$ cat config.mk
export PLATFORM = sky130hd
export DESIGN_NAME = host_ctrl_regs
export DESIGN_NICKNAME = d
export VERILOG_FILES = /design/src/host_pkg.sv /design/src/host_ctrl_regs.sv
export SDC_FILE = /design/constraint.sdc
export NUM_CORES = 1
export LEC_CHECK = 0
export ABC_AREA = 1
export BUFFER_PORTS_ARGS = -buffer_cell sky130_fd_sc_hd__buf_2
export CAP_MARGIN = 20
export CORE_UTILIZATION = 30
export DETAILED_ROUTE_END_ITERATION = 12
export SLEW_MARGIN = 5
export SYNTH_ARGS = -nofsm -noshare
export SYNTH_HDL_FRONTEND = slang
export SYNTH_SLANG_ARGS = --single-unit
$ cat constraint.sdc
create_clock -name clk_i -period 7.25 [get_ports clk_i]
set_clock_uncertainty 0.1 [all_clocks]
set_input_delay 1.0875 -clock clk_i [delete_from_list [all_inputs] [get_ports clk_i]]
set_output_delay 1.0875 -clock clk_i [all_outputs]
set_load 0.01 [all_outputs]
$ cat src/host_pkg.sv
/*
 * Shared types for the host domain: L2 word and byte-enable types,
 * memory and configuration request/response structs, register and FSM enums.
 */
package host_pkg;

  localparam int unsigned L2_DATA_WIDTH   = 32;
  localparam int unsigned HOST_ADDR_WIDTH = 32;

  typedef logic [L2_DATA_WIDTH-1:0]   l2_data_t;
  typedef logic [L2_DATA_WIDTH/8-1:0] l2_be_t;

  // Memory port request, 69 bits
  typedef struct packed {
    logic [HOST_ADDR_WIDTH-1:0] addr;   // byte address
    logic                       we;
    l2_be_t                     be;
    l2_data_t                   wdata;
  } mem_req_t;

  // Register index
  // Three bits wide so that indices 4 to 7 can reach the unmapped response
  typedef enum logic [2:0] {
    REG_EVT_STATUS = 3'd0,
    REG_IRQ_EN     = 3'd1,
    REG_DOORBELL   = 3'd2,
    REG_SCRATCH    = 3'd3
  } cfg_reg_e;

  typedef struct packed {
    cfg_reg_e reg_idx;
    logic     we;
    l2_data_t wdata;
  } cfg_req_t;

  typedef struct packed {
    l2_data_t rdata;
    logic     err;     // unmapped index
  } cfg_rsp_t;

  // Memory port handshake FSM
  typedef enum logic [1:0] {
    MS_IDLE,
    MS_ACCESS,
    MS_RESP,
    MS_RELEASE
  } mem_state_e;

  // Read pattern of the cache config stub
  localparam l2_data_t CFG_UNMAPPED_DATA = 32'hDEADF000;

endpackage

$ cat src/host_ctrl_regs.sv
/*
 * Configuration slave: event status, irq enable, doorbell, scratch,
 * fixed pattern response for unmapped indices
 */
`timescale 1ns/1ps

module host_ctrl_regs (
  input  logic               clk_i,
  input  logic               rst_n_i,
  input  logic               req_i,
  input  host_pkg::cfg_req_t cfg_i,
  output logic               ack_o,
  output host_pkg::cfg_rsp_t rsp_o,
  input  logic               evt_pulse_i,
  output logic               h2c_irq_o,
  output logic               evt_irq_o
);
  import host_pkg::*;

  logic     req_q;
  logic     ack_q;
  logic     fire;
  logic     wr;
  logic     status_q;
  logic     irq_en_q;
  logic     doorbell_q;
  logic     evt_irq_q;
  l2_data_t scratch_q;
  cfg_rsp_t rsp_d;
  cfg_rsp_t rsp_q;

  // Access happens once, on the edge that raises ack
  assign fire = req_q & ~ack_q;
  assign wr   = fire & cfg_i.we;

  always_comb begin
    rsp_d.rdata = '0;
    rsp_d.err   = 1'b0;
    case (cfg_i.reg_idx)
      REG_EVT_STATUS: rsp_d.rdata[0] = status_q;
      REG_IRQ_EN:     rsp_d.rdata[0] = irq_en_q;
      REG_DOORBELL:   rsp_d.rdata[0] = doorbell_q;
      REG_SCRATCH:    rsp_d.rdata    = scratch_q;
      default: begin
        rsp_d.rdata = CFG_UNMAPPED_DATA;
        rsp_d.err   = 1'b1;
      end
    endcase
  end

  always_ff @(posedge clk_i) begin
    if (!rst_n_i) begin
      req_q      <= 1'b0;
      ack_q      <= 1'b0;
      status_q   <= 1'b0;
      irq_en_q   <= 1'b0;
      doorbell_q <= 1'b0;
      scratch_q  <= '0;
      evt_irq_q  <= 1'b0;
    end else begin
      req_q <= req_i;
      if (fire) begin
        ack_q <= 1'b1;
      end else if (!req_q) begin
        ack_q <= 1'b0;
      end

      // Set wins over a write-1 clear
      if (evt_pulse_i) begin
        status_q <= 1'b1;
      end else if (wr && cfg_i.reg_idx == REG_EVT_STATUS && cfg_i.wdata[0]) begin
        status_q <= 1'b0;
      end

      if (wr && cfg_i.reg_idx == REG_IRQ_EN)   irq_en_q   <= cfg_i.wdata[0];
      if (wr && cfg_i.reg_idx == REG_DOORBELL) doorbell_q <= cfg_i.wdata[0];
      if (wr && cfg_i.reg_idx == REG_SCRATCH)  scratch_q  <= cfg_i.wdata;

      evt_irq_q <= status_q & irq_en_q;
    end
  end

  // Response held while ack is high
  always_ff @(posedge clk_i) begin
    if (fire) rsp_q <= rsp_d;
  end

  assign ack_o     = ack_q;
  assign rsp_o     = rsp_q;
  assign h2c_irq_o = doorbell_q;
  assign evt_irq_o = evt_irq_q;

endmodule

# [Word-level counts from Yosys, hierarchy flattened]
# Index checks and enable logic that the tools add are counted.
# W data, S select, Z words.
[totals] output_inout_bits=36 inputBits=40 register_bits=71
[op_classes] bitwise_logic=4 reduce_logical=9 n_eq_ne=4 muxes=7
[op_table] operator="$pmux W31 S2" n=1
[op_table] operator="$eq A3 B2 Y1 const B" n=2
[op_table] operator="$logic_and A1 B1 Y1" n=5
[op_table] operator="$mux W1" n=5
[op_table] operator="$pmux W1 S4" n=1
[op_table] operator="$reduce_or A4 Y1" n=1
[op_table] operator="$and A1 B1 Y1" n=3
[op_table] operator="$eq A3 B1 Y1 const B" n=1
[op_table] operator="$logic_not A3 Y1" n=1
[op_table] operator="$reduce_or A3 Y1" n=1
[op_table] operator="$ne A2 B1 Y1 const B" n=1
[op_table] operator="$reduce_bool A2 Y1" n=1
[op_table] operator="$not A1 Y1" n=1

# [Longest topological paths before layout]
# Gate-level depths: netlist of the first run.
[logic_depth] depth_word=7 ltp_mapped=6 ltp_nobuf=6

# [Worst setup path before layout of the first run]
# OpenSTA, ideal clock, no wires.
[synth_path] path_kind="register -> register" startpoint="reg req_q" endpoint="reg rsp_q (netlist bit rsp_o[0]) (enable)" synth_period_minus_slack_ps=2296 slack_ps=4954 arrival_ps=1772 required_time_ps=6726 stages_incl_launch_ff=3 cell_sequence="dfxtp_1 > inv_1 > nor2_1"
[synth_between] elab_chain_cells=1
[synth_lines] element="start, declared" line="host_ctrl_regs.sv:20" source="logic req_q;"
[synth_lines] element="start signal, assigned" line="host_ctrl_regs.sv:61" source="req_q <= req_i;"
[synth_lines] element="$and A1 B1 Y1" line="host_ctrl_regs.sv:33" source="assign fire = req_q & ~ack_q;"
[synth_lines] element="via fire" line="host_ctrl_regs.sv:22" source="logic fire;"
[synth_lines] element="end signal, assigned" line="host_ctrl_regs.sv:85" source="if (fire) rsp_q <= rsp_d;"
[synth_lines] element="end, declared" line="host_ctrl_regs.sv:30" source="cfg_rsp_t rsp_q;"
# The timed path passes the listed nets, and every way through them passes these cells.
# A chain may end at the register's enable or synchronous reset.

# [Final worst setup path of the first run]
[layout_path] startpoint="in cfg_i[35] in the netlist's numbering" endpoint="reg scratch_q[12]"
[layout_between] elab_chain_cells=2
[layout_lines] element="start, declared" line="host_ctrl_regs.sv:11" source="input host_pkg::cfg_req_t cfg_i,"
[layout_lines] element="$eq A3 B2 Y1" line="host_ctrl_regs.sv:77" source="if (wr && cfg_i.reg_idx == REG_SCRATCH) scratch_q <= cfg_i.wdata;"
[layout_lines] element="$logic_and A1 B1 Y1" line="host_ctrl_regs.sv:77"
[layout_lines] element="end signal, assigned" line="host_ctrl_regs.sv:77"
[layout_lines] element="end, declared" line="host_ctrl_regs.sv:28" source="l2_data_t scratch_q;"
# No other way between the ends.

==> impl_metrics.env, run 1 <==
export IMPL_critPathTopFamily="simple AND/OR/NAND/NOR gates"
export IMPL_place_detailed_hpwl_um=3810
export IMPL_powerDensity_nw_per_um2=226
export IMPL_holdPathEnd="ack_o$_SDFFE_PN0P_"
export IMPL_worstReg2RegEnd="scratch_q[12]$_SDFFE_PN0P_"
export IMPL_clockPowerShare_pct=36.6
export IMPL_status="complete, but fails checks"
export IMPL_postCtsSetupRepairBufs=0
export IMPL_cts_buffers_inserted=9
export IMPL_num_vias=2046
export IMPL_endpoint_kind="flip-flop"
export IMPL_wl_um=5790
export IMPL_cp_start_kind="primary input"
export IMPL_synth_seq_cells=71
export IMPL_clk_pin_slew_ns=0.07
export IMPL_slew_viol_final=0
export IMPL_die_h_um=98.4
export IMPL_yosys_warnings=0
export IMPL_period_share_pct=41.1
export IMPL_drt_first_pass_iters=8
export IMPL_p_sw_share_pct=22.2
export IMPL_viasPerCell=4.39
export IMPL_violations="DRC"
export IMPL_drive_above_1_share_pct=28.5
export IMPL_io_buffers=75
export IMPL_clk_latency_ns=0.34
export IMPL_dieArea_um2=9670
export IMPL_hp_class="flip-flop to flip-flop"
export IMPL_grt_pass1_vias=2070
export IMPL_diodes=0
export IMPL_vdd_ir_drop_worst_mv=0.0662
export IMPL_critical_path_class="primary input to flip-flop"
export IMPL_clockRootBuffer="clkbuf_8"
export IMPL_critPathRequiredTime_ns=7.42
export IMPL_pwr_share_comb_pct=6.4
export IMPL_arrival_ns=3.16
export IMPL_ant_nets=0
export IMPL_cts_tree="done"
export IMPL_final_nets=393
export IMPL_worst_slew_pin_slew_ns=0.960
export IMPL_relSlewSlack_pct=35.9
export IMPL_fin_setup_tns_ns=0
export IMPL_antenna_found_initial=0
export IMPL_cpMaxStageDelayCell="nor2_4"
export IMPL_area_growth_syn_to_layout_pct=20.5
export IMPL_drv_cap=0
export IMPL_post_route_min_period_ns=2.98
export IMPL_ff2ff_setup_slack_ns=5.36
export IMPL_syn_num_nets=325
export IMPL_worstPathMaxFanout=50
export IMPL_path_cells="buf_2 -> inv_2 -> nand3_4 -> nor2_4 -> o21ai_0 -> nor2_1"
export IMPL_start_util_pct=31.5
export IMPL_whs_path_depth=2
export IMPL_drt_initial_drc_count=106
export IMPL_r2r_start="ack_o$_SDFFE_PN0P_"
export IMPL_drc=4
export IMPL_grt_overflow=0
export IMPL_rows=34
export IMPL_ctsResizeCount=0
export IMPL_rsz0062_at_grt="no"
export IMPL_grt_max_degree=51
export IMPL_grt_pass1_wl_um=9870
export IMPL_die_x_um=98.4
export IMPL_io_pins=76
export IMPL_placed_cell_area_um2=3180
export IMPL_synth_area_um2=2790
export IMPL_ys_types=22
export IMPL_cpPeakStageDelay_ns=0.83
export IMPL_hold_buffers=0
export IMPL_cts_sinks=71
export IMPL_reg2reg_depth=5
export IMPL_hold_viol_final=0
export IMPL_synth_avg_cell_area_um2=9.77
export IMPL_timing_fmax_ghz=0.335
export IMPL_h_tree_depth=3
export IMPL_final_cell_area_um2=3360
export IMPL_wl_per_cell_um=12.4
export IMPL_yosysSeqAreaShare_pct=62.9
export IMPL_syn_instance_count=285
export IMPL_p_seq_share_pct=57.0
export IMPL_ctsLongestPathBuffers=2
export IMPL_switchingPower_mw=0.168
export IMPL_place_congestion=0.752
export IMPL_setup_viol=0
export IMPL_power_leakage_nw=1.36
export IMPL_min_from="req_q$_SDFF_PN0_"
export IMPL_fp_coreArea_um2=8850
export IMPL_grt_usage_pct=13.3
export IMPL_crit_buf_inv=2
export IMPL_p_int_mw=0.589
cell families (layout without fill, tap and decap cells):
family,count (synthesis),count (layout),share of synthesized area (%)
flip-flops,71,71,62.9
AND/OR/NAND/NOR,133,133,22.5
buffers and inverters,44,117,7.91
AO/OA/AOI/OAI,37,37,6.74
synthesized netlist by cell type (all sizes together):
cell type / count / area [µm²]
inv: 25 / 93.8
o21bai: 1 / 7.51
dfxtp: 38 / 761
edfxtp: 33 / 991
nor2: 56 / 218
o21ai: 34 / 170
nand3: 5 / 37.5
a21oi: 2 / 10.0
nand2: 36 / 135
clkbuf: 5 / 18.8
nand3b: 1 / 7.51
nor3: 33 / 215
buf: 14 / 108
nand4: 2 / 12.5
cells in the final DEF, fill, tap and decap left out:
cell	instances
nand3_1	4
nor3_1	23
o21ai_1	30
nand2_1	36
clkbuf_8	11
o21bai_1	1
dfxtp_1	38
nor2_1	54
nand4_1	2
clkbuf_1	4
a21oi_1	2
nor2_4	2
nor3_2	10
nand3b_1	1
o21ai_0	4
buf_2	75
edfxtp_1	33
inv_2	1
buf_4	1
nand3_4	1
clkinv_2	1
inv_1	24
sequential cells by signal (all words and copies together), names as in the netlist:
| register | flops |
|---|---|
| req_q | 1 |
| rsp_o | 33 |
| ack_o | 1 |
| evt_irq_o | 1 |
| irq_en_q | 1 |
| scratch_q | 32 |
| status_q | 1 |
| h2c_irq_o | 1 |
through the flow:
stage | worst slack (ns) | power (mW) | util (%) | hold slack [ns] | instances
after floorplan | 4.95 | 0.467 | - | 0.320 | 285
after global placement | 3.97 | 0.489 | 36.0 | 0.324 | 450
after detailed placement | 3.92 | 0.490 | 36.0 | 0.337 | 450
after CTS | 4.28 | 0.769 | 37.9 | 0.342 | 466
after global routing | 4.02 | 0.798 | 37.9 | 0.371 | 466
final | 4.27 | 0.757 | 37.9 | 0.341 | 466
worst max path at each step:
stage | start | endpoint | slack [ns] | depth (start not counted)
after global placement | cfg_i[35] | scratch_q[12]$_SDFFE_PN0P_ | 3.97 | 6
final | cfg_i[35] | scratch_q[12]$_SDFFE_PN0P_ | 4.27 | 6
after global routing | cfg_i[35] | scratch_q[12]$_SDFFE_PN0P_ | 4.02 | 6
after detailed placement | cfg_i[35] | scratch_q[12]$_SDFFE_PN0P_ | 3.92 | 6
after floorplan | req_q$_SDFF_PN0_ | rsp_o[0]$_DFFE_PN_ | 4.95 | 2
after CTS | cfg_i[35] | scratch_q[12]$_SDFFE_PN0P_ | 4.28 | 6
power groups by stage:
stage | clock, mW | combinational [mW] | sequential, mW
3_5_place_dp | 0 | 0.0493 | 0.441
2_1_floorplan | 0 | 0.0231 | 0.444
4_1_cts | 0.287 | 0.0495 | 0.432
6_report | 0.277 | 0.0485 | 0.432
3_3_place_gp | 0 | 0.0484 | 0.441
5_1_grt | 0.311 | 0.0541 | 0.433
per-layer routing:
| metal | GRT usage [%] | vias up | routed length, µm |
|---|---|---|---|
| li1 | - | 1073 | - |
| met1 | 16.1 | 913 | 2560 |
| met2 | 21.0 | 51 | 2690 |
| met3 | 5.08 | 9 | 430 |
| met4 | 6.20 | 0 | 103 |
| met5 | 0 | - | 0 |
worst min-delay path: stages, from the launching register on:
cell	delay [ns]
dfxtp_1	0.32
nand2_1	0.06
inv_1	0.03
final cells by class:
cell class | instances | area, µm²
well taps | 108 | 135
clock inverters | 1 | 5.00
repair buffers | 76 | 383
fillers | 928 | 5490
flip-flops and latches | 71 | 1750
multi-input cells | 170 | 821
clock buffers | 15 | 166
inverters | 25 | 93.8
Power figures use the tool's default switching activity.
==> run 2: changes to the inputs <==
- clock period: 7.25 -> 2.6 ns (I/O delays scaled with it)
==> run 2 against run 1 <==
Net effect:
- the flow still finishes with violations (DRC)
- worst setup slack worse by 3.3 ns
- clock power rose to 3.0 times the previous value
- global-route usage about the same
- critical path depth down 2
- critical endpoint unchanged
- largest cell class unchanged
- largest power group unchanged
==> impl_metrics.env, run 2 (same netlist as run 1, synthesis figures left out) <==
export IMPL_drt_first_pass_iters=10
export IMPL_clk_pin_slew_ns=0.07
export IMPL_grt_overflow=0
export IMPL_drc=2
export IMPL_final_cell_area_um2=3400
export IMPL_holdWs_ns=0.129
export IMPL_slew_viol_final=0
export IMPL_power_leakage_nw=1.38
export IMPL_io_pins=76
export IMPL_hp_class="primary input to flip-flop"
export IMPL_critical_path_class="flip-flop to flip-flop"
export IMPL_die_x_um=98.4
export IMPL_timing_fmax_ghz=0.614
export IMPL_cts_buffers_inserted=9
export IMPL_io_buffers=75
export IMPL_arrival_ns=1.81
export IMPL_ctsLongestPathBuffers=2
export IMPL_status="complete, but fails checks"
export IMPL_clk_latency_ns=0.35
export IMPL_post_route_min_period_ns=1.63
export IMPL_cts_tree="done"
export IMPL_critPathRequiredTime_ns=2.78
export IMPL_start_util_pct=31.5
export IMPL_fin_util_pct=38.4
export IMPL_vdd_ir_drop_worst_mv=0.266
export IMPL_largest_reg_flops=33
export IMPL_final_nets=397
export IMPL_fin_setup_tns_ns=0
export IMPL_relSlewSlack_pct=48.8
export IMPL_antenna_found_initial=0
export IMPL_drv_cap=0
export IMPL_area_growth_syn_to_layout_pct=22.0
export IMPL_layout_common_cells="buf_2 (75), nor2_1 (54), dfxtp_1 (38), nand2_1 (36), edfxtp_1 (33)"
export IMPL_h_tree_depth=3
export IMPL_violations="DRC"
export IMPL_ctsResizeCount=0
export IMPL_grt_usage_pct=13.3
export IMPL_rows=34
export IMPL_placed_cell_area_um2=3210
export IMPL_grt_max_degree=38
export IMPL_clockRootBuffer="clkbuf_8"
export IMPL_place_inst=454
export IMPL_hold_buffers=0
export IMPL_fp_coreArea_um2=8850
export IMPL_final_common_cell="buf_2"
export IMPL_diodes=0
export IMPL_drive_above_1_share_pct=29.6
export IMPL_layout_cells_non_filler=470
export IMPL_setup_viol=0
export IMPL_cp_start_kind="flip-flop"
export IMPL_postCtsSetupRepairBufs=0
export IMPL_powerDensity_nw_per_um2=640
export IMPL_cts_sinks=71
export IMPL_drt_initial_drc_count=62
export IMPL_grt_pass1_vias=2175
export IMPL_place_detailed_hpwl_um=3830
export IMPL_hold_viol_final=0
export IMPL_wl_per_cell_um=12.4
export IMPL_period_share_pct=62.7
export IMPL_wl_um=5810
export IMPL_worst_slew_pin_slew_ns=0.767
export IMPL_worstPathMaxFanout=32
export IMPL_endpoint_kind="flip-flop"
export IMPL_dieArea_um2=9670
export IMPL_place_congestion=0.720
export IMPL_viasPerCell=4.48
export IMPL_ant_nets=0
export IMPL_die_h_um=98.4
export IMPL_rsz0062_at_grt="no"
export IMPL_grt_pass1_wl_um=9870
export IMPL_num_vias=2105
[run 2: report_power, final]
group	switching [mW]	internal [mW]	total, mW
combinational	0.0893	0.0507	0.140
clock	0.393	0.437	0.830
sequential	0.00903	1.19	1.20
total	0.492	1.68	2.17
[run 2: area by class of cell]
type	instances	area (µm²)
clock buffers	11	131
well taps	108	135
clock inverters	5	51.3
repair buffers	80	413
multi-input cells	170	821
inverters	25	93.8
fillers	940	5450
flip-flops and latches	71	1750
[run 2: worst max-delay path, stage by stage (launching register included)]
cell and delay, ns:
dfxtp_1 0.34, nand3b_1 0.22, nor2_4 0.61, o21ai_0 0.16, nor2_1 0.11
[run 2: final timing paths]
kind	from	endpoint	slack (ns)	cells after the start
hold reg to reg	req_q$_SDFF_PN0_	ack_o$_SDFFE_PN0P_	0.34	2
hold / removal	req_i	req_q$_SDFF_PN0_	0.13	3
setup reg to reg	ack_o$_SDFFE_PN0P_	scratch_q[12]$_SDFFE_PN0P_	0.97	4
setup / recovery	ack_o$_SDFFE_PN0P_	scratch_q[12]$_SDFFE_PN0P_	0.97	4
[run 2: per-stage QoR]
| step | power, mW | setup slack (ns) |
|---|---|---|
| after global routing | 2.28 | 0.762 |
| final | 2.17 | 0.971 |
| after global placement | 1.37 | 0.732 |
| after CTS | 2.21 | 0.958 |
| after floorplan | 1.30 | 0.304 |
| after detailed placement | 1.37 | 0.684 |
[run 2: metal layers]
metal	GRT usage (%)	vias up	share of wire (%)
met4	7.35	0	2.2
li1	-	1076	-
met3	3.79	10	6.1
met5	0	-	0
met2	21.8	61	47
met1	15.8	958	45
